`src/design/icache_pkg.sv`:
```
package icache_pkg;

    // cache geometry
    localparam int INDEX_W        = 7;
    localparam int TAG_W          = 20;
    localparam int WORDS_PER_LINE = 8;
    localparam int WORD_SEL_W     = $clog2(WORDS_PER_LINE);

    // 32-byte line split of a fetch address
    typedef struct packed {
        logic [TAG_W-1:0]      tag;
        logic [INDEX_W-1:0]    index;
        logic [WORD_SEL_W-1:0] word;
        logic [1:0]            byte_off;
    } addr_fields_t;

    typedef union packed {
        logic [31:0]  raw;
        addr_fields_t fields;
    } addr_t;

    typedef logic [WORDS_PER_LINE-1:0][31:0] line_t;    // word 0 in the low bits

    // producer to cache
    typedef struct packed {
        addr_t pc;
    } fetch_req_t;

    // up to two instructions from one line
    typedef struct packed {
        logic [31:0] pc;
        logic [31:0] inst0;                             // word at pc
        logic [31:0] inst1;                             // word at pc+4
        logic [1:0]  mask;                              // bit 0 for inst0
    } fetch_bundle_t;

    // memory port request held while req is high
    typedef struct packed {
        logic [31:0] addr;                              // line or word aligned
        logic        uncached;
    } mem_req_t;

endpackage

```
`src/design/fetch_pc_gen.sv`:
```
`timescale 1ns/1ps

module fetch_pc_gen #(
    parameter logic [31:0] RESET_PC = 32'h0000_1000
) (
    input  logic                   clk,
    input  logic                   reset,
    input  logic                   stall,
    input  logic                   redirect_valid,
    input  icache_pkg::addr_t      redirect_pc,
    output logic                   fetch_valid,
    output icache_pkg::fetch_req_t fetch_req
);
    import icache_pkg::*;

    addr_t       pc;
    logic        running;
    logic        last_word;
    logic        uncached;
    logic [31:0] step;

    assign last_word = pc.fields.word == WORD_SEL_W'(WORDS_PER_LINE - 1);
    assign uncached  = pc.raw[31];

    // slot b never leaves the line
    assign step = (uncached || last_word) ? 32'd4 : 32'd8;

    // nothing is offered while the pc is replaced
    assign fetch_valid  = running && !redirect_valid;
    assign fetch_req.pc = pc;

    always_ff @(posedge clk) begin
        if (reset) begin
            running <= 1'b0;
            pc.raw  <= RESET_PC;
        end else begin
            running <= 1'b1;
            if (redirect_valid) begin
                pc <= redirect_pc;
            end else if (fetch_valid && !stall) begin
                pc.raw <= pc.raw + step;             // held while stalled
            end
        end
    end

endmodule

```
`config.mk`:
```
export PLATFORM = sky130hd
export DESIGN_NAME = fetch_pc_gen
export DESIGN_NICKNAME = d
export VERILOG_FILES = /design/src/design/icache_pkg.sv /design/src/design/fetch_pc_gen.sv
export SDC_FILE = /design/constraint.sdc
export NUM_CORES = 1
export LEC_CHECK = 0
export ABC_AREA = 1
export BUFFER_PORTS_ARGS = -buffer_cell sky130_fd_sc_hd__buf_2
export CORE_MARGIN = 4
export CORE_UTILIZATION = 36
export DETAILED_ROUTE_END_ITERATION = 6
export PLACE_DENSITY = 0.65
export SYNTH_ARGS = -nofsm -noshare
export SYNTH_HDL_FRONTEND = slang
export SYNTH_SLANG_ARGS = --single-unit
```
`constraint.sdc`:
```
create_clock -name clk -period 3.6 [get_ports clk]
set_clock_uncertainty 0.2 [all_clocks]
set_input_delay 0.54 -clock clk [delete_from_list [all_inputs] [get_ports clk]]
set_output_delay 0.54 -clock clk [all_outputs]
set_load 0.01 [all_outputs]
```
## Word level (Yosys, flattened, before mapping)

Cells that the tools add are included.
W data, S select, Z words.

- Input bits: 36
- Bits in registers: 33
- Output and inout bits: 33

- Multiplexer cells: 4
- $add $sub $neg: 1
- Reduce and logical (&&, ||, !) cells: 6
- Eq/ne operators: 1

Operators with widths:

| cell | number |
|---|---|
| $mux W32 | 2 |
| $add A32 B4 Y32 | 1 |
| $mux W4 | 1 |
| $eq A3 B3 Y1 const B | 1 |
| $logic_and A1 B1 Y1 | 2 |
| $logic_not A1 Y1 | 2 |
| $reduce_bool A2 Y1 | 1 |
| $logic_or A1 B1 Y1 | 1 |
| $mux W1 | 1 |

## Depth between registers and ports, before layout

- Word-level depth: 6
- Mapped depth: 13
- Gate-level depth less buffers: 13

## Worst setup path before layout

OpenSTA, ideal clock, no wires.

- Kind: reg-to-reg
- Start: register pc, in the netlist fetch_req[4]
- End: register pc, in the netlist fetch_req[28]
- Cell stages (with the launch flop): 14
- Path buffers: 0
- Period minus slack after synthesis: 2.647 ns
- Slack: 0.953 ns
- Setup time: 0.134 ns
- Data arrival time: 2.313 ns
- Cell sequence: dfxtp_1 -> inv_1 -> o31ai_1 -> ha_1 -> inv_1 -> fa_1 -> nor2_2 -> nand2_4 -> nor2_4 -> nand2_1 -> nand2_1 -> nand3_1 -> nand2_1 -> a21oi_1

- Cells in the longest elaborated chain, start to end: 6

RTL lines:

| what | RTL line | source |
|---|---|---|
| start, declared | fetch_pc_gen.sv:16 | `addr_t pc;` |
| start signal, assigned | fetch_pc_gen.sv:39 | `pc <= redirect_pc;` |
| $eq A3 B3 Y1 | fetch_pc_gen.sv:22 | `assign last_word = pc.fields.word == WORD_SEL_W'(WORDS_PER_LINE - 1);` |
| $logic_or A1 B1 Y1 | fetch_pc_gen.sv:26 | `assign step = (uncached \|\| last_word) ? 32'd4 : 32'd8;` |
| $mux W4 | fetch_pc_gen.sv:26 |  |
| $add A32 B4 Y32 (*) | fetch_pc_gen.sv:41 | `pc.raw <= pc.raw + step;` |
| $mux W32 (*) | fetch_pc_gen.sv:40 | `end else if (fetch_valid && !stall) begin` |
| $mux W32 (*) | fetch_pc_gen.sv:38 | `if (redirect_valid) begin` |

Every way passes the cells marked *; elsewhere a longest branch is shown, timed or not. The select of a mux whose other input is x is not followed.
A chain may end at the register's enable or synchronous reset.

## Worst setup path in the final report

- Start: register pc, in the netlist fetch_req[4]
- End: register pc, in the netlist fetch_req[24]

The elaborated chain is that of the path after synthesis.

==> results.md <==
* Outcome: finished clean
* CTS tree: yes
* Synth Warn # at 0
* Crit path max fanout at 6
* Post-route antenna net violation count at 0
* Startpoint Class: flop
* #FFs+latches synth at 33
* Vias post-DR at 2628
* Root Driver: clkbuf_8
* Reg2reg end: fetch_req[24]
* Post-Synth XOR/XNOR Area at 2.62%
* Max_slew headroom at 61.3%
* Setup TNS at 0 ps
* Hold path startpoint: redirect_pc[1]
* Num Clock Sinks at 33
* Simple-gate share of the synthesized area at 45.2%
* Sw Pwr at 0.274 mW
* CP Class: reg2reg
* Area Overhead vs Synth at 21.0%
* Register area share after synthesis at 28.3%
* Avg Synthesized Cell Area at 6.04 sq um
* Grt total ovfl at 0
* Power Dens Cells at 314 nW/um^2
* GP Congestion at 0.873
* Routed WL per cell at 13.3 um
* Worst r2r src: fetch_req[4]
* Critical path, cell by cell: inv_1 -> o31ai_1 -> ha_1 -> inv_1 -> fa_1 -> nor2_2 -> nand2_4 -> inv_1 -> nand2_1 -> nand2_1 -> nand3_1 -> nand2_1 -> a21oi_1
* Max IR drop VDD at 0.170 mV
* Reg2Reg Setup Slack at 650 ps
* Hold Path Depth at 3
* Adder-cell area share of the yosys netlist at 1.93%
* GR Util All Layers at 19.1%
* Worst-Skew Late Latency at 290 ps
* Initial Util at 37.0%
* Req. time, crit path at 3550 ps
* Max Root-Sink Buffers at 2
* DR pass1 iterations at 5
* Slowest stage cell, crit path: o31ai_1
* Lkg Pwr at 1.27 nW
* Initial antenna violation count at 0
* Delay-heaviest family, CP: adder cells
* Worst path arrival time at 2900 ps
* Switching share of power at 30.8%
* FMAX at 339 MHz
* FF-to-FF path depth at 13
* Clk slew on worst S/H paths at 70 ps
* Hold Violations, Final at 0
* Die width at 88.6 um
* Final cell count without fillers at 530
* IO Count at 69
* WL final at 7050 um
* Crit path buf inv count at 3
* Antenna cells at 0
* FP Rows at 29
* Unique masters post-synth at 33
* Largest family of logic cells by synthesized area: simple AND/OR/NAND/NOR gates
* Synth Area in Compound Gates at 12.8%
* Combinational share of power at 19.7%
* Detailed router's first-iteration violation count at 114
* Post-CTS sizing at 0
* Remaining DRCs at 0
* Global-route wire length before repair at 11600 um
* Mux cell area share after synthesis at 0%
* Port-buffer cells at 68
* CP peak stage delay at 460 ps
* Syn Inst Count at 387
* Vias in the first global route at 2516
* # setup viols final at 0
* Placed cells at 523
* Sequential share of power at 47.7%
* Layout net count at 492
* Worst hold path class: in2reg
* Max Cap Violations at 0
* Slew @ Worst Pin at 581 ps
* TritonCTS buffer count at 5
* Slew Limit Fails at 0
* Syn nets at 426
* Final Cycle Share at 82.1%
* Die area at 7850 sq um
* Final Critical Period at 2950 ps
* Layout cells sized above 1 at 22.5%
* Hold EP: fetch_req[1]
* Post-CTS Hold Buffers at 0
* Pint at 0.614 mW
* # H-tree levels at 2
* CORE AREA at 6310 sq um
* Pin count of the biggest net entering global routing at 28
* Die H at 88.6 um
* HPWL after DPL at 5410 um
* Clock Power Share at 32.5%
* Total chip power at 0.888 mW
* Post-CTS Setup Bufs at 0
* Mapped Area at 2340 sq um
* RSZ-0062 raised after global routing: no
* Critical path endpoint category: flop
* Vias per cell at 4.96
per-layer routing:
metal / global-route usage (%) / routed length [um] / share of wire [%] / vias to the layer above
met4: 6.87 / 140 / 2.0 / 0
li1: - / - / - / 1371
met5: 0 / 0 / 0 / -
met2: 31.2 / 3310 / 47 / 82
met3: 4.93 / 524 / 7.4 / 11
met1: 24.4 / 3080 / 44 / 1164
final cells by class:
type	count	area, sq um
Clock buffer	7	86.3
Fill cell	715	3490
Inverter	44	165
Timing Repair Buffer	70	355
Sequential cell	33	661
Multi-Input combinational cell	299	1460
Tap cell	77	96.3
worst min-delay path, delay by kind of cell:
family        cells  cell delay, ps
buf+inv           1              70
simple gates      2             120
Yosys cell counts (all sizes together):
| cell | count | area (sq um) |
|---|---|---|
| a21oi | 23 | 123 |
| a221oi | 1 | 8.76 |
| a22o | 3 | 26.3 |
| a31oi | 6 | 37.5 |
| buf | 5 | 25.0 |
| clkbuf | 6 | 22.5 |
| dfxtp | 33 | 661 |
| fa | 1 | 20.0 |
| ha | 2 | 25.0 |
| inv | 44 | 165 |
| nand2 | 121 | 472 |
| nand3 | 33 | 170 |
| nand3b | 1 | 7.51 |
| nand4 | 4 | 25.0 |
| nor2 | 77 | 360 |
| nor3 | 1 | 16.3 |
| o211ai | 1 | 7.51 |
| o21ai | 13 | 65.1 |
| o21bai | 1 | 7.51 |
| o311ai | 2 | 17.5 |
| o31ai | 1 | 7.51 |
| or2 | 1 | 6.26 |
| xnor2 | 4 | 35.0 |
| xor2 | 3 | 26.3 |
cell families (layout without fill, tap and decap cells):
group / Yosys count / count (layout)
xor+xnor: 7 / 7
simple gates: 238 / 238
fa+ha+maj: 3 / 3
compound gates: 51 / 51
buf+inv: 55 / 121
flops: 33 / 33
power by group through the flow:
stage,clock [mW],sequential (mW),combinational (mW)
2_1_floorplan,0,0.434,0.0999
3_3_place_gp,0,0.432,0.174
3_5_place_dp,0,0.432,0.176
4_1_cts,0.297,0.424,0.177
5_1_grt,0.309,0.429,0.202
6_report,0.289,0.424,0.175
flip-flops by register name (all words and copies together) (netlist names):
signal / count
running: 1
fetch_req: 32
cells in the final DEF, fill, tap and decap left out:
master	synthesis	final
o21bai_1	1	1
inv_1	41	41
buf_4	0	2
o21ai_1	1	1
nor2_2	7	7
nand3_2	1	1
nand4_1	4	4
a221oi_1	1	1
nand2_1	116	116
nor2_1	64	64
fa_1	1	1
inv_2	3	3
o21ai_0	12	12
a22o_1	3	3
o31ai_1	1	1
xnor2_1	4	4
a31oi_1	6	6
nand2_4	1	1
nor2_8	1	1
nand3_1	32	32
nor3_4	1	1
dfxtp_1	33	33
o311ai_0	2	2
nand3b_1	1	1
a21oi_2	2	2
a21oi_1	21	21
clkbuf_1	6	1
clkbuf_8	0	6
buf_2	5	68
nor2_4	5	5
ha_1	2	2
xor2_1	3	3
or2_2	1	1
nand2_2	4	4
o211ai_1	1	1
metrics by stage:
stage | hold WS [ps] | area, sq um | utilization, % | setup slack (ps)
finish | 279 | 2830 | 44.8 | 646
global route | 291 | 2830 | 44.8 | 374
floorplan | 322 | 2340 | - | 953
global placement | 294 | 2740 | 43.4 | 851
CTS | 275 | 2830 | 44.8 | 633
detailed placement | 308 | 2740 | 43.4 | 676
how the worst max path moves through the flow:
stage          slack [ps]         start  depth (start not counted)       endpoint
3_3_place_gp          850  fetch_req[4]                         13  fetch_req[24]
6_report              650  fetch_req[4]                         13  fetch_req[24]
4_1_cts               630  fetch_req[4]                         13  fetch_req[24]
3_5_place_dp          680  fetch_req[4]                         13  fetch_req[24]
5_1_grt               370  fetch_req[4]                         13  fetch_req[28]
2_1_floorplan         950  fetch_req[4]                         13  fetch_req[28]
No activity file was read; power rests on OpenSTA's default activity.
