==> config.mk <==
export PLATFORM = sky130hd
export DESIGN_NAME = fetch_buffer
export DESIGN_NICKNAME = d
export VERILOG_FILES = /design/src/design/icache_pkg.sv /design/src/design/fetch_buffer.sv
export SDC_FILE = /design/constraint.sdc
export NUM_CORES = 1
export LEC_CHECK = 0
export ABC_AREA = 0
export BUFFER_PORTS_ARGS = -buffer_cell sky130_fd_sc_hd__buf_2
export CORE_MARGIN = 5
export CORE_UTILIZATION = 30
export DETAILED_ROUTE_END_ITERATION = 12
export PLACE_DENSITY_LB_ADDON = 0.05
export SETUP_SLACK_MARGIN = 0.2
export SYNTH_ARGS = -nofsm -noshare
export SYNTH_HDL_FRONTEND = slang
export SYNTH_SLANG_ARGS = --single-unit
==> constraint.sdc <==
create_clock -name clk -period 3.2 [get_ports clk]
set_input_delay 0.48 -clock clk [delete_from_list [all_inputs] [get_ports clk]]
set_output_delay 0.48 -clock clk [all_outputs]
set_load 0.03 [all_outputs]
==> src/design/icache_pkg.sv <==
package icache_pkg;

    // cache geometry
    localparam int INDEX_W        = 7;
    localparam int TAG_W          = 20;
    localparam int WORDS_PER_LINE = 8;
    localparam int WORD_SEL_W     = $clog2(WORDS_PER_LINE);

    // 32-byte line split of a fetch address
    typedef struct packed {
        logic [TAG_W-1:0]      tag;
        logic [INDEX_W-1:0]    index;
        logic [WORD_SEL_W-1:0] word;
        logic [1:0]            byte_off;
    } addr_fields_t;

    typedef union packed {
        logic [31:0]  raw;
        addr_fields_t fields;
    } addr_t;

    typedef logic [WORDS_PER_LINE-1:0][31:0] line_t;    // word 0 in the low bits

    // producer to cache
    typedef struct packed {
        addr_t pc;
    } fetch_req_t;

    // up to two instructions from one line
    typedef struct packed {
        logic [31:0] pc;
        logic [31:0] inst0;                             // word at pc
        logic [31:0] inst1;                             // word at pc+4
        logic [1:0]  mask;                              // bit 0 for inst0
    } fetch_bundle_t;

    // memory port request held while req is high
    typedef struct packed {
        logic [31:0] addr;                              // line or word aligned
        logic        uncached;
    } mem_req_t;

endpackage

==> src/design/fetch_buffer.sv <==
`timescale 1ns/1ps

module fetch_buffer #(
    parameter int BUF_DEPTH = 4
) (
    input  logic                      clk,
    input  logic                      reset,
    input  logic                      flush,
    input  logic                      in_valid,
    input  icache_pkg::fetch_bundle_t in_bundle,
    input  logic                      out_ready,
    output logic                      in_ready,
    output logic                      out_valid,
    output icache_pkg::fetch_bundle_t out_bundle
);
    import icache_pkg::*;

    localparam int PTR_W = (BUF_DEPTH > 1) ? $clog2(BUF_DEPTH) : 1;
    localparam int CNT_W = $clog2(BUF_DEPTH + 1);

    fetch_bundle_t    mem [BUF_DEPTH];
    logic [PTR_W-1:0] wr_ptr;
    logic [PTR_W-1:0] rd_ptr;
    logic [CNT_W-1:0] count;
    logic             push;
    logic             pop;

    // wraps for any depth
    function automatic logic [PTR_W-1:0] bump(input logic [PTR_W-1:0] p);
        return (p == PTR_W'(BUF_DEPTH - 1)) ? '0 : p + 1'b1;
    endfunction

    assign in_ready   = count != CNT_W'(BUF_DEPTH);
    assign out_valid  = count != '0;
    assign out_bundle = mem[rd_ptr];
    assign push       = in_valid && in_ready;
    assign pop        = out_valid && out_ready;

    always_ff @(posedge clk) begin
        if (push) begin
            mem[wr_ptr] <= in_bundle;
        end
    end

    always_ff @(posedge clk) begin
        if (reset || flush) begin
            wr_ptr <= '0;
            rd_ptr <= '0;
            count  <= '0;                            // emptied in one cycle
        end else begin
            if (push) begin
                wr_ptr <= bump(wr_ptr);
            end
            if (pop) begin
                rd_ptr <= bump(rd_ptr);
            end
            if (push && !pop) begin
                count <= count + 1'b1;
            end else if (pop && !push) begin
                count <= count - 1'b1;
            end
        end
    end

endmodule

# Word level (Yosys, flattened, before mapping)
# Memories as Yosys holds them, arrays and structs flattened. A register that Yosys moved wholly into a read port is not among the register bits.
# Index checks and enable logic that the tools add are counted.
[word_totals] mem_bits_rw=392 word_cells=28 inputBits=103 out_inout_bits=100 n_memories=1 reg_bits=7
[mem_list] name="mem" depth=4 word_bits=98 read_ports=1 rd_ports_with_merged_regs=1 write_ports=1 line="fetch_buffer.sv:21" rtl="fetch_bundle_t mem [BUF_DEPTH];"
[classes] muxes=8 eq_ne=3 n_addsub=4 n_reduce_logical=9
[ops] operator="two-way mux 2 bit" count=4
[ops] operator="two-way mux 3 bit" count=2
[ops] operator="adder 2 x 1 -> 2 bit, second input constant" count=2
[ops] operator="== test 2 bit, second input constant" count=2
[ops] operator="logical AND 1 bit" count=4
[ops] operator="adder 3 x 1 -> 3 bit, second input constant" count=1
[ops] operator="inequality test 3 bit, second input constant" count=1
[ops] operator="nonzero test 3 bit" count=1
[ops] operator="subtractor 3 x 1 -> 3 bit, second input constant" count=1
[ops] operator="logical NOT 1 bit" count=2
[ops] operator="two-way mux 1 bit" count=2
[ops] operator="nonzero test 2 bit" count=1
[ops] operator="logical OR 1 bit" count=1

# Depth between registers and ports, before layout
# Gate-level depths: netlist of run 1.
[logic_depth] ltp_word=6 ltp_mapped=9 mapped_depth_nobuf=8

# Worst setup path before layout of run 1
# Ideal clock, no wire load.
[synth_timing] kind="register to register" startpoint="register count[0]" endpoint="memory mem[0][0] in the netlist's numbering, enable pin" t_arrival_ns=1.972 period_less_slack_ns=2.385 n_path_buf=1 setup_ns=0.413 setup_slack_ns=0.815 stages_incl_launch_ff=4 required_ns=2.787 path_cell_list="dfxtp_1 > or3b_1 > buf_6 > and3_2"
[synth_between] elab_chain_len=4
[synth_lines] item="from (decl)" line="fetch_buffer.sv:24" rtl="logic [CNT_W-1:0] count;"
[synth_lines] item="from (signal assigned)" line="fetch_buffer.sv:58" rtl="count <= count + 1'b1;"
[synth_lines] item="from (signal assigned)" line="fetch_buffer.sv:60" rtl="count <= count - 1'b1;"
[synth_lines] item="inequality test 3 bit" line="fetch_buffer.sv:33" rtl="assign in_ready = count != CNT_W'(BUF_DEPTH);"
[synth_lines] item="named net in_ready" line="fetch_buffer.sv:12" rtl="output logic in_ready,"
[synth_lines] item="logical AND 1 bit" line="fetch_buffer.sv:36" rtl="assign push = in_valid && in_ready;"
[synth_lines] item="two-way mux 1 bit" line="fetch_buffer.sv:40" rtl="if (push) begin"
[synth_lines] item="two-way mux 1 bit (not written as such)" line="fetch_buffer.sv:41" rtl="mem[wr_ptr] <= in_bundle;"
[synth_lines] item="to (decl)" line="fetch_buffer.sv:21"
# The timed path passes the listed nets, and every way through them passes these cells.

==> impl_metrics.env, run 1 <==
export IMPL_io_pins=203
export IMPL_via_count=6626
export IMPL_final_setup_skew_ns=0.0116
export IMPL_placed_cells=1367
export IMPL_clock_sinks=401
export IMPL_synth_edf_count=392
export IMPL_ys_ff_latch=401
export IMPL_drt_iter0_markers=299
export IMPL_leakage_nw=5.96
export IMPL_yosysMostFrequentCell="edfxtp_1"
export IMPL_fin_tns_setup_ns=0
export IMPL_synth_main_ff_cell="edfxtp_1"
export IMPL_initial_utilization_pct=30.5
export IMPL_fin_crit_sh_pct=86.6
export IMPL_worst_slew_pin_slew_ns=0.604
export IMPL_fin_cells=1454
export IMPL_ff2ff_path_depth=7
export IMPL_drc=0
export IMPL_syn_to_final_growth_pct=23.5
export IMPL_post_cts_repair_setup_buffers=0
export IMPL_hold_viol=0
export IMPL_synth_top_cell_area_share_pct=80.6
export IMPL_die_y_um=231
export IMPL_fin_nets=910
export IMPL_synthArstFlopShare_pct=0
export IMPL_clock_path_buffers=3
export IMPL_power_density_nw_per_um2=675
export IMPL_dr_pass1_iters=4
export IMPL_cts_made_buffers=46
export IMPL_finalSetupViolations=0
export IMPL_worstPathMaxFanout=43
export IMPL_cts_hold_buf=0
export IMPL_p_total_mw=12.2
export IMPL_synth_area_leaders="edfxtp_1 81%, mux4_2 15%, dfxtp_1 1.2%"
export IMPL_core_um2=47900
export IMPL_grt_ovfl_total=0
export IMPL_max_freq_mhz=361
export IMPL_slew_headroom_pct=59.8
export IMPL_grt_pass1_wl_um=47600
export IMPL_synth_top_cell_by_area="edfxtp_1"
export IMPL_final_core_util_pct=37.6
export IMPL_synth_area_per_cell_um2=26.0
export IMPL_vias_per_cell=4.56
export IMPL_clock_latency_ns=0.55
export IMPL_rows=80
export IMPL_grt_pass1_vias=7488
export IMPL_track_usage_pct=11.9
export IMPL_die_area_um2=53200
export IMPL_cts_resized=0
export IMPL_synth_cells=562
export IMPL_arrival_ns=2.29
export IMPL_required_ns=2.72
export IMPL_synth_area_um2=14600
export IMPL_drt_wirelength_per_cell_um=22.0
export IMPL_status="finished, final reports clean"
export IMPL_rsz0062_at_grt="no"
export IMPL_holdWs_ns=0.139
export IMPL_clockRootBuffer="clkbuf_16"
export IMPL_cts_tree="built"
export IMPL_worst_setup_path_start_kind="flip-flop"
export IMPL_synth_distinct_cells=26
export IMPL_syn_nets=672
export IMPL_hpwl_um=19000
export IMPL_die_x_um=231
export IMPL_cts_htree_levels=2
export IMPL_crit_path_end_kind="primary output"
export IMPL_peakVddDrop_mv=0.416
export IMPL_drive_above_1_share_pct=47.6
export IMPL_slew_violations=0
export IMPL_portBuffers=202
export IMPL_routed_wl_um=32000
export IMPL_grt_max_degree=60
export IMPL_period_minus_slack_ns=2.77
export IMPL_ys_warnings_count=0
export IMPL_maxCapViolations=0
export IMPL_crit_type="reg2out"
export IMPL_path_clk_slew_ns=0.06
export IMPL_min_path_cells=1
export IMPL_place_congestion=0.663
export IMPL_antenna_found_initial=6
export IMPL_yosys_top_cells_count="392 x edfxtp_1, 98 x mux4_2, 9 x dfxtp_1"
export IMPL_min_path_type="in2reg"
export IMPL_ant_nets=0
export IMPL_synth_seq_area_share_pct=81.8
power breakdown:
part	internal (mW)	switching [mW]	leakage [nW]	total, mW
logic	0.351	0.646	1.52	0.997
clock network	3.18	2.01	0.769	5.19
registers	5.96	0.0393	3.67	6.00
worst max-delay path, stage by stage, from the launching register on:
cell,delay (ns)
dfxtp_4,0.72
buf_12,0.35
mux4_2,0.39
buf_2,0.20
final timing paths:
path	start	end	slack, ns
min reg2reg	rd_ptr[0]	flip-flop	0.51
max reg2reg	count[0]	count[2]	0.76
min	in_bundle[23]	mem[2][23]	0.14
max	flip-flop	out_bundle[87]	0.43
registers in the layout (all words and copies together), names as in the netlist, named ones only:
| signal | count |
|---|---|
| count | 3 |
| rd_ptr | 2 |
| wr_ptr | 2 |
| mem | 392 |
metal layers:
metal | GRT usage [%] | part of all wire (%) | wire (um) | vias to the layer above
li1 | - | - | - | 2912
met1 | 14.4 | 40 | 12800 | 3484
met2 | 20.1 | 50 | 16000 | 164
met3 | 4.64 | 7.5 | 2410 | 58
met4 | 3.38 | 2.3 | 735 | 8
met5 | 0 | 0.15 | 47 | -
area by class of cell:
cell class | count | area (um^2)
flip-flops and latches | 401 | 12000
clock buffers | 55 | 1290
well taps | 615 | 769
diodes | 2 | 5.00
repair buffers | 214 | 1250
multi-input cells | 134 | 2510
clock inverters | 30 | 245
fillers | 4345 | 29900
inverters | 3 | 11.3
per-stage QoR:
stage / setup slack [ns] / cell area [um^2]
6_report: 0.429 / 18000
3_5_place_dp: 0.788 / 16500
4_1_cts: 0.317 / 18000
5_1_grt: 0.289 / 18000
2_1_floorplan: 0.815 / 14600
3_3_place_gp: 0.918 / 16500
cell families (layout without fill, tap and decap cells):
| group | after synthesis | count (layout) | share of synthesized area (%) |
|---|---|---|---|
| AND/OR/NAND/NOR | 19 | 19 | 0.788 |
| other | 0 | 2 | 0 |
| XOR/XNOR | 2 | 2 | 0.120 |
| buffers and inverters | 27 | 302 | 1.12 |
| AO/OA/AOI/OAI | 7 | 7 | 0.360 |
| flip-flops | 401 | 401 | 81.8 |
| adder cells (fa/ha/maj) | 7 | 7 | 0.651 |
| multiplexers | 99 | 99 | 15.2 |
placed cells by master (no fill, tap or decap), drive strengths merged:
| cell | netlist | routed |
|---|---|---|
| a21oi | 2 | 2 |
| and2 | 1 | 1 |
| and3 | 4 | 4 |
| buf | 16 | 214 |
| bufinv | 0 | 4 |
| clkbuf | 8 | 55 |
| clkinv | 0 | 24 |
| clkinvlp | 0 | 1 |
| dfxtp | 9 | 9 |
| diode | 0 | 2 |
| edfxtp | 392 | 392 |
| fa | 1 | 1 |
| ha | 6 | 6 |
| inv | 3 | 4 |
| mux2i | 1 | 1 |
| mux4 | 98 | 98 |
| nand2 | 2 | 2 |
| nand3 | 1 | 1 |
| nand4 | 2 | 2 |
| nor2 | 4 | 4 |
| o21ai | 2 | 2 |
| o31ai | 3 | 3 |
| or2 | 1 | 1 |
| or3 | 3 | 3 |
| or3b | 1 | 1 |
| xor2 | 2 | 2 |
(Power assumes the default switching activity.)
==> run 2: changes to the inputs <==
--- a/config.mk
+++ b/config.mk
@@ -6,11 +6,12 @@
 export NUM_CORES = 1
 export LEC_CHECK = 0
 export ABC_AREA = 0
-export BUFFER_PORTS_ARGS = -buffer_cell sky130_fd_sc_hd__buf_2
+export BUFFER_PORTS_ARGS = -buffer_cell sky130_fd_sc_hd__buf_4
 export CORE_MARGIN = 5
 export CORE_UTILIZATION = 30
 export DETAILED_ROUTE_END_ITERATION = 12
 export PLACE_DENSITY_LB_ADDON = 0.05
+export REMOVE_ABC_BUFFERS = 1
 export SETUP_SLACK_MARGIN = 0.2
 export SYNTH_ARGS = -nofsm -noshare
 export SYNTH_HDL_FRONTEND = slang
==> constraint.sdc (replaced) <==
create_clock -name clk -period 2.5 [get_ports clk]
set_input_delay 0.375 -clock clk [delete_from_list [all_inputs] [get_ports clk]]
set_output_delay 0.375 -clock clk [all_outputs]
set_load 0.03 [all_outputs]
==> run 2 against run 1 <==
Compared with the run above: clock skew down 0.0050 ns; design area increased by 11%; global-route usage grew 0.51 points; sequential cell count unchanged; core utilization increased by 4.2 points; largest cell class unchanged; wire length is 4.1% higher; critical endpoint is now out_bundle[55].
==> impl_metrics.env, run 2 (synthesis gave the netlist of run 1 again) <==
export IMPL_clockRootBuffer="clkbuf_16"
export IMPL_die_area_um2=53200
export IMPL_antenna_found_initial=0
export IMPL_vias_per_cell=4.52
export IMPL_grt_max_degree=56
export IMPL_fin_tns_setup_ns=0
export IMPL_max_freq_mhz=415
export IMPL_finalSetupViolations=0
export IMPL_die_x_um=231
export IMPL_worst_slew_pin_slew_ns=0.525
export IMPL_maxCapViolations=0
export IMPL_n_fill_cell=4206
export IMPL_wl_met1_um=13900
export IMPL_leakage_nw=6.72
export IMPL_peakVddDrop_mv=0.509
export IMPL_holdWs_ns=0.0566
export IMPL_via_count=7089
export IMPL_initial_utilization_pct=30.5
export IMPL_wl_met2_um=17000
export IMPL_clock_latency_ns=0.55
export IMPL_cts_tree="built"
export IMPL_fin_nets=1032
export IMPL_arrival_ns=2.03
export IMPL_largest_register="mem"
export IMPL_diodes=0
export IMPL_largest_reg_flops=392
export IMPL_final_core_util_pct=41.8
export IMPL_dpl_cell_area_um2=17100
export IMPL_multi_input_area_um2=2520
export IMPL_finalInstanceArea_um2=20000
export IMPL_maxUsedRoutingLayer="met4"
export IMPL_slew_violations=0
export IMPL_required_ns=2.12
export IMPL_grt_pass1_vias=7935
export IMPL_largest_registers="mem x392, count x3"
export IMPL_period_minus_slack_ns=2.41
export IMPL_rsz0062_at_grt="yes"
export IMPL_worstPathMaxFanout=8
export IMPL_routed_wl_um=33300
export IMPL_place_congestion=0.683
export IMPL_hold_viol=0
export IMPL_worst_slack_ns=0.0925
export IMPL_syn_to_final_growth_pct=37.1
export IMPL_drt_wirelength_per_cell_um=21.2
export IMPL_die_y_um=231
export IMPL_track_usage_pct=12.5
export IMPL_status="finished, final reports clean"
export IMPL_layout_commonest_cell="edfxtp_1"
export IMPL_cts_htree_levels=2
export IMPL_regArea_um2=12000
export IMPL_final_cell_mix="392 x edfxtp_1, 147 x buf_4, 98 x mux4_2"
export IMPL_drt_iter0_markers=323
export IMPL_wl_met3_um=1600
export IMPL_ant_nets=0
export IMPL_clock_sinks=401
export IMPL_slew_headroom_pct=65.0
export IMPL_rows=80
export IMPL_clock_path_buffers=3
export IMPL_power_density_nw_per_um2=769
export IMPL_cts_made_buffers=45
export IMPL_crit_type="reg2out"
export IMPL_dp_slack_ns=0.290
export IMPL_path_clk_slew_ns=0.06
export IMPL_drc=0
export IMPL_drive_above_1_share_pct=43.0
export IMPL_grt_ovfl_total=0
export IMPL_fin_crit_sh_pct=96.3
export IMPL_core_um2=47900
export IMPL_worst_setup_path_start_kind="flip-flop"
export IMPL_min_from="in_bundle[16]"
export IMPL_hpwl_um=19200
export IMPL_r2r_start="count[1]"
export IMPL_min_path_type="in2reg"
export IMPL_dr_pass1_iters=4
export IMPL_final_setup_skew_ns=0.00659
export IMPL_io_pins=203
export IMPL_grt_pass1_wl_um=49800
export IMPL_crit_path_end_kind="primary output"
export IMPL_portBuffers=202
==> run 2: cell count changes in the layout (fill, tap and decap cells not counted), moves of 2 or more <==
cell / change
clkbuf_8: -3
buf_4: +147
buf_2: -202
diode_2: -2
clkinvlp_4: +3
buf_6: +66
clkinv_2: -8
buf_12: +2
dlygate4sd3_1: +97
buf_16: +9
bufinv_16: -2
clkbuf_1: +11
==> run 2: timing repair <==
action,CTS,global route
gates resized for setup,60,22
endpoints found under the setup margin,93,99
hold endpoints to repair,385,0
cloned,5,3
setup buffers,9,1
hold buffers,97,0
==> run 2: worst max-delay path, cell delays in order, from the launching register on <==
cell	delay, ns
dfxtp_4	0.40
buf_12	0.13
buf_12	0.12
buf_16	0.15
mux4_2	0.52
buf_6	0.16
==> run 2: cell type report <==
type,count,share of cell area (%)
Clock inverter,21,0.774
Sequential cell,401,59.7
Inverter,3,0.0562
Timing Repair Buffer,337,17.1
Clock buffer,59,5.93
Tap cell,615,3.84
Multi-Input combinational cell,134,12.6
==> run 2: through the flow <==
step / total power, mW / std cells
2_1_floorplan: 8.62 / 538
3_3_place_gp: 9.26 / 1375
3_5_place_dp: 9.30 / 1375
4_1_cts: 15.7 / 1566
5_1_grt: 16.1 / 1570
6_report: 15.4 / 1570
==> run 2: power by group <==
| group | internal [mW] | switching (mW) | total (mW) |
|---|---|---|---|
| sequential | 7.63 | 0.0530 | 7.68 |
| clock | 3.54 | 2.45 | 5.99 |
| combinational | 0.837 | 0.910 | 1.75 |
==> run 2: path summary, 6_finish.rpt <==
check	slack, ns	end	cells past startpoint
worst max-delay path	0.09	out_bundle[55]	5
worst max register to register	0.30	count[2]	8
worst min register to register	0.49	flip-flop	2
worst min-delay path	0.06	mem[1][16]	1
==> run 2: metal layers <==
layer  global-route usage, %  vias up
li1                        -     3156
met5                       0        -
met1                    15.6     3729
met2                    21.4      156
met4                    4.25        0
met3                    2.83       48
==> run 3: changes to the inputs <==
--- a/config.mk
+++ b/config.mk
@@ -10,7 +10,9 @@
 export CORE_MARGIN = 5
 export CORE_UTILIZATION = 30
 export DETAILED_ROUTE_END_ITERATION = 12
+export HOLD_SLACK_MARGIN = 0.08
 export PLACE_DENSITY_LB_ADDON = 0.05
+export RECOVER_POWER = 50
 export REMOVE_ABC_BUFFERS = 1
 export SETUP_SLACK_MARGIN = 0.2
 export SYNTH_ARGS = -nofsm -noshare
==> run 3 against run 2 <==
Compared with the run above: design area shrank 2.0%; fmax shrank 0.18%; register-to-register slack lost 0.02 ns; first-iteration DRC count shrank 1.2%; count of clock-buffer cells in the layout is the same; worst setup slack lost 0.0044 ns; combinational power shrank 5%; core utilization shrank 0.83 points; largest cell class unchanged; highest routed layer unchanged.
==> impl_metrics.env, run 3 (synthesis gave the netlist of run 1 again) <==
export IMPL_initial_utilization_pct=30.5
export IMPL_largest_register="mem"
export IMPL_cts_tree="built"
export IMPL_cp_top_family="buffers and inverters"
export IMPL_core_um2=47900
export IMPL_drc=0
export IMPL_vias_per_cell=4.52
export IMPL_largest_registers="mem x392, count x3"
export IMPL_fin_nets=1033
export IMPL_grt_pass1_vias=7938
export IMPL_cts_htree_levels=2
export IMPL_via_count=7108
export IMPL_drive_above_1_share_pct=32.0
export IMPL_leakage_nw=6.36
export IMPL_met2_usage_pct=21.4
export IMPL_drt_iter0_markers=319
export IMPL_cp_common_cell="buf_12"
export IMPL_peakVddDrop_mv=0.509
export IMPL_maxCapViolations=0
export IMPL_final_setup_skew_ns=0.00651
export IMPL_power_density_nw_per_um2=781
export IMPL_die_area_um2=53200
export IMPL_portBuffers=202
export IMPL_path_buf_inv=4
export IMPL_status="finished, final reports clean"
export IMPL_period_minus_slack_ns=2.41
export IMPL_met3_usage_pct=2.81
export IMPL_grt_max_degree=56
export IMPL_fin_crit_sh_pct=96.5
export IMPL_final_cell_mix="392 x edfxtp_1, 113 x clkbuf_1, 98 x mux4_2, 98 x dlygate4sd3_1, 66 x buf_6"
export IMPL_hold_viol=0
export IMPL_layout_commonest_cell="edfxtp_1"
export IMPL_hpwl_um=19200
export IMPL_die_x_um=231
export IMPL_die_y_um=231
export IMPL_worst_setup_path_start_kind="flip-flop"
export IMPL_cts_made_buffers=45
export IMPL_syn_to_final_growth_pct=34.4
export IMPL_antenna_found_initial=0
export IMPL_rows=80
export IMPL_min_path_type="in2reg"
export IMPL_track_usage_pct=12.5
export IMPL_largest_reg_flops=392
export IMPL_drt_wirelength_per_cell_um=21.2
export IMPL_globalRoute_busiestLayer="met2"
export IMPL_arrival_ns=2.04
export IMPL_io_pins=203
export IMPL_worst_path_largest_cell_delay_ns=0.52
export IMPL_finalSetupViolations=0
export IMPL_routed_wl_um=33200
export IMPL_ant_nets=0
export IMPL_p_total_mw=15.3
export IMPL_slew_violations=0
export IMPL_worst_slew_pin_slew_ns=0.685
export IMPL_grt_use_met1_pct=15.6
export IMPL_clock_sinks=401
export IMPL_holdWs_ns=0.137
export IMPL_dr_pass1_iters=4
export IMPL_clockRootBuffer="clkbuf_16"
export IMPL_crit_path_end_kind="primary output"
export IMPL_path_clk_slew_ns=0.05
export IMPL_clock_path_buffers=3
export IMPL_cp_slowest_cell="mux4_2"
export IMPL_slew_headroom_pct=54.4
export IMPL_worstPathMaxFanout=8
export IMPL_clock_latency_ns=0.55
export IMPL_final_core_util_pct=41.0
export IMPL_max_freq_mhz=415
export IMPL_place_congestion=0.683
export IMPL_grt_ovfl_total=0
export IMPL_rsz0062_at_grt="yes"
export IMPL_crit_type="reg2out"
export IMPL_required_ns=2.12
export IMPL_crit_chain="buf_12 -> buf_12 -> buf_16 -> mux4_2 -> buf_6"
export IMPL_diodes=0
export IMPL_grt_pass1_wl_um=49800
-- run 3: cell types whose count changed in the layout (fill, tap and decap cells not counted), sizes merged --
cell	change
buf	-101
dlygate4sd3	+1
clkbuf	+101
-- run 3: stage by stage --
step	worst slack, ns	cell area [um^2]	std cells	TNS, ns
after CTS	0.0258	19900	1567	0
after floorplan	-2.72	14500	538	-285.96
after global routing	-0.00662	19600	1571	-0.0239
after detailed placement	0.290	17100	1375	0
final	0.0881	19600	1571	0
after global placement	0.427	17100	1375	0
-- run 3: worst paths after layout --
| check | to | slack, ns | startpoint | cells past startpoint |
|---|---|---|---|---|
| max | out_bundle[55] | 0.09 | flip-flop | 5 |
| min | wr_ptr[0] | 0.14 | in_valid | 3 |
| max reg2reg | count[2] | 0.28 | count[1] | 7 |
| min reg2reg | flip-flop | 0.49 | rd_ptr[0] | 2 |
-- run 3: area by class of cell --
class / instances / area (um^2)
timing repair buffer: 338 / 3070
clock inverter: 21 / 155
fill: 4284 / 28300
inverter: 3 / 11.3
tap: 615 / 769
sequential: 401 / 12000
clock buffer: 59 / 1190
multi-input combinational: 134 / 2490
-- run 3: layer usage --
metal	part of all wire [%]	up-vias
met5	0	-
li1	-	3162
met4	2.5	0
met3	5.2	53
met1	41	3730
met2	51	163
-- run 3: where the power goes --
group | internal, mW | switching [mW] | total, mW | leakage [nW]
combinational | 0.766 | 0.906 | 1.67 | 2.04
sequential | 7.63 | 0.0523 | 7.68 | 3.67
clock | 3.54 | 2.45 | 5.99 | 0.646
total | 11.9 | 3.41 | 15.3 | 6.36
-- run 3: tightest hold or removal path: stages --
cell     delay, ns
buf_4         0.12
nand4_1       0.08
o31ai_1       0.07
-- run 3: repair_timing --
item                       in CTS  in global routing
buffers inserted                9                  1
setup endpoints to repair      93                 99
gates cloned                    5                  3
gates resized for setup        60                 22
hold endpoints to repair      392                  0
hold buffers                   98                  0
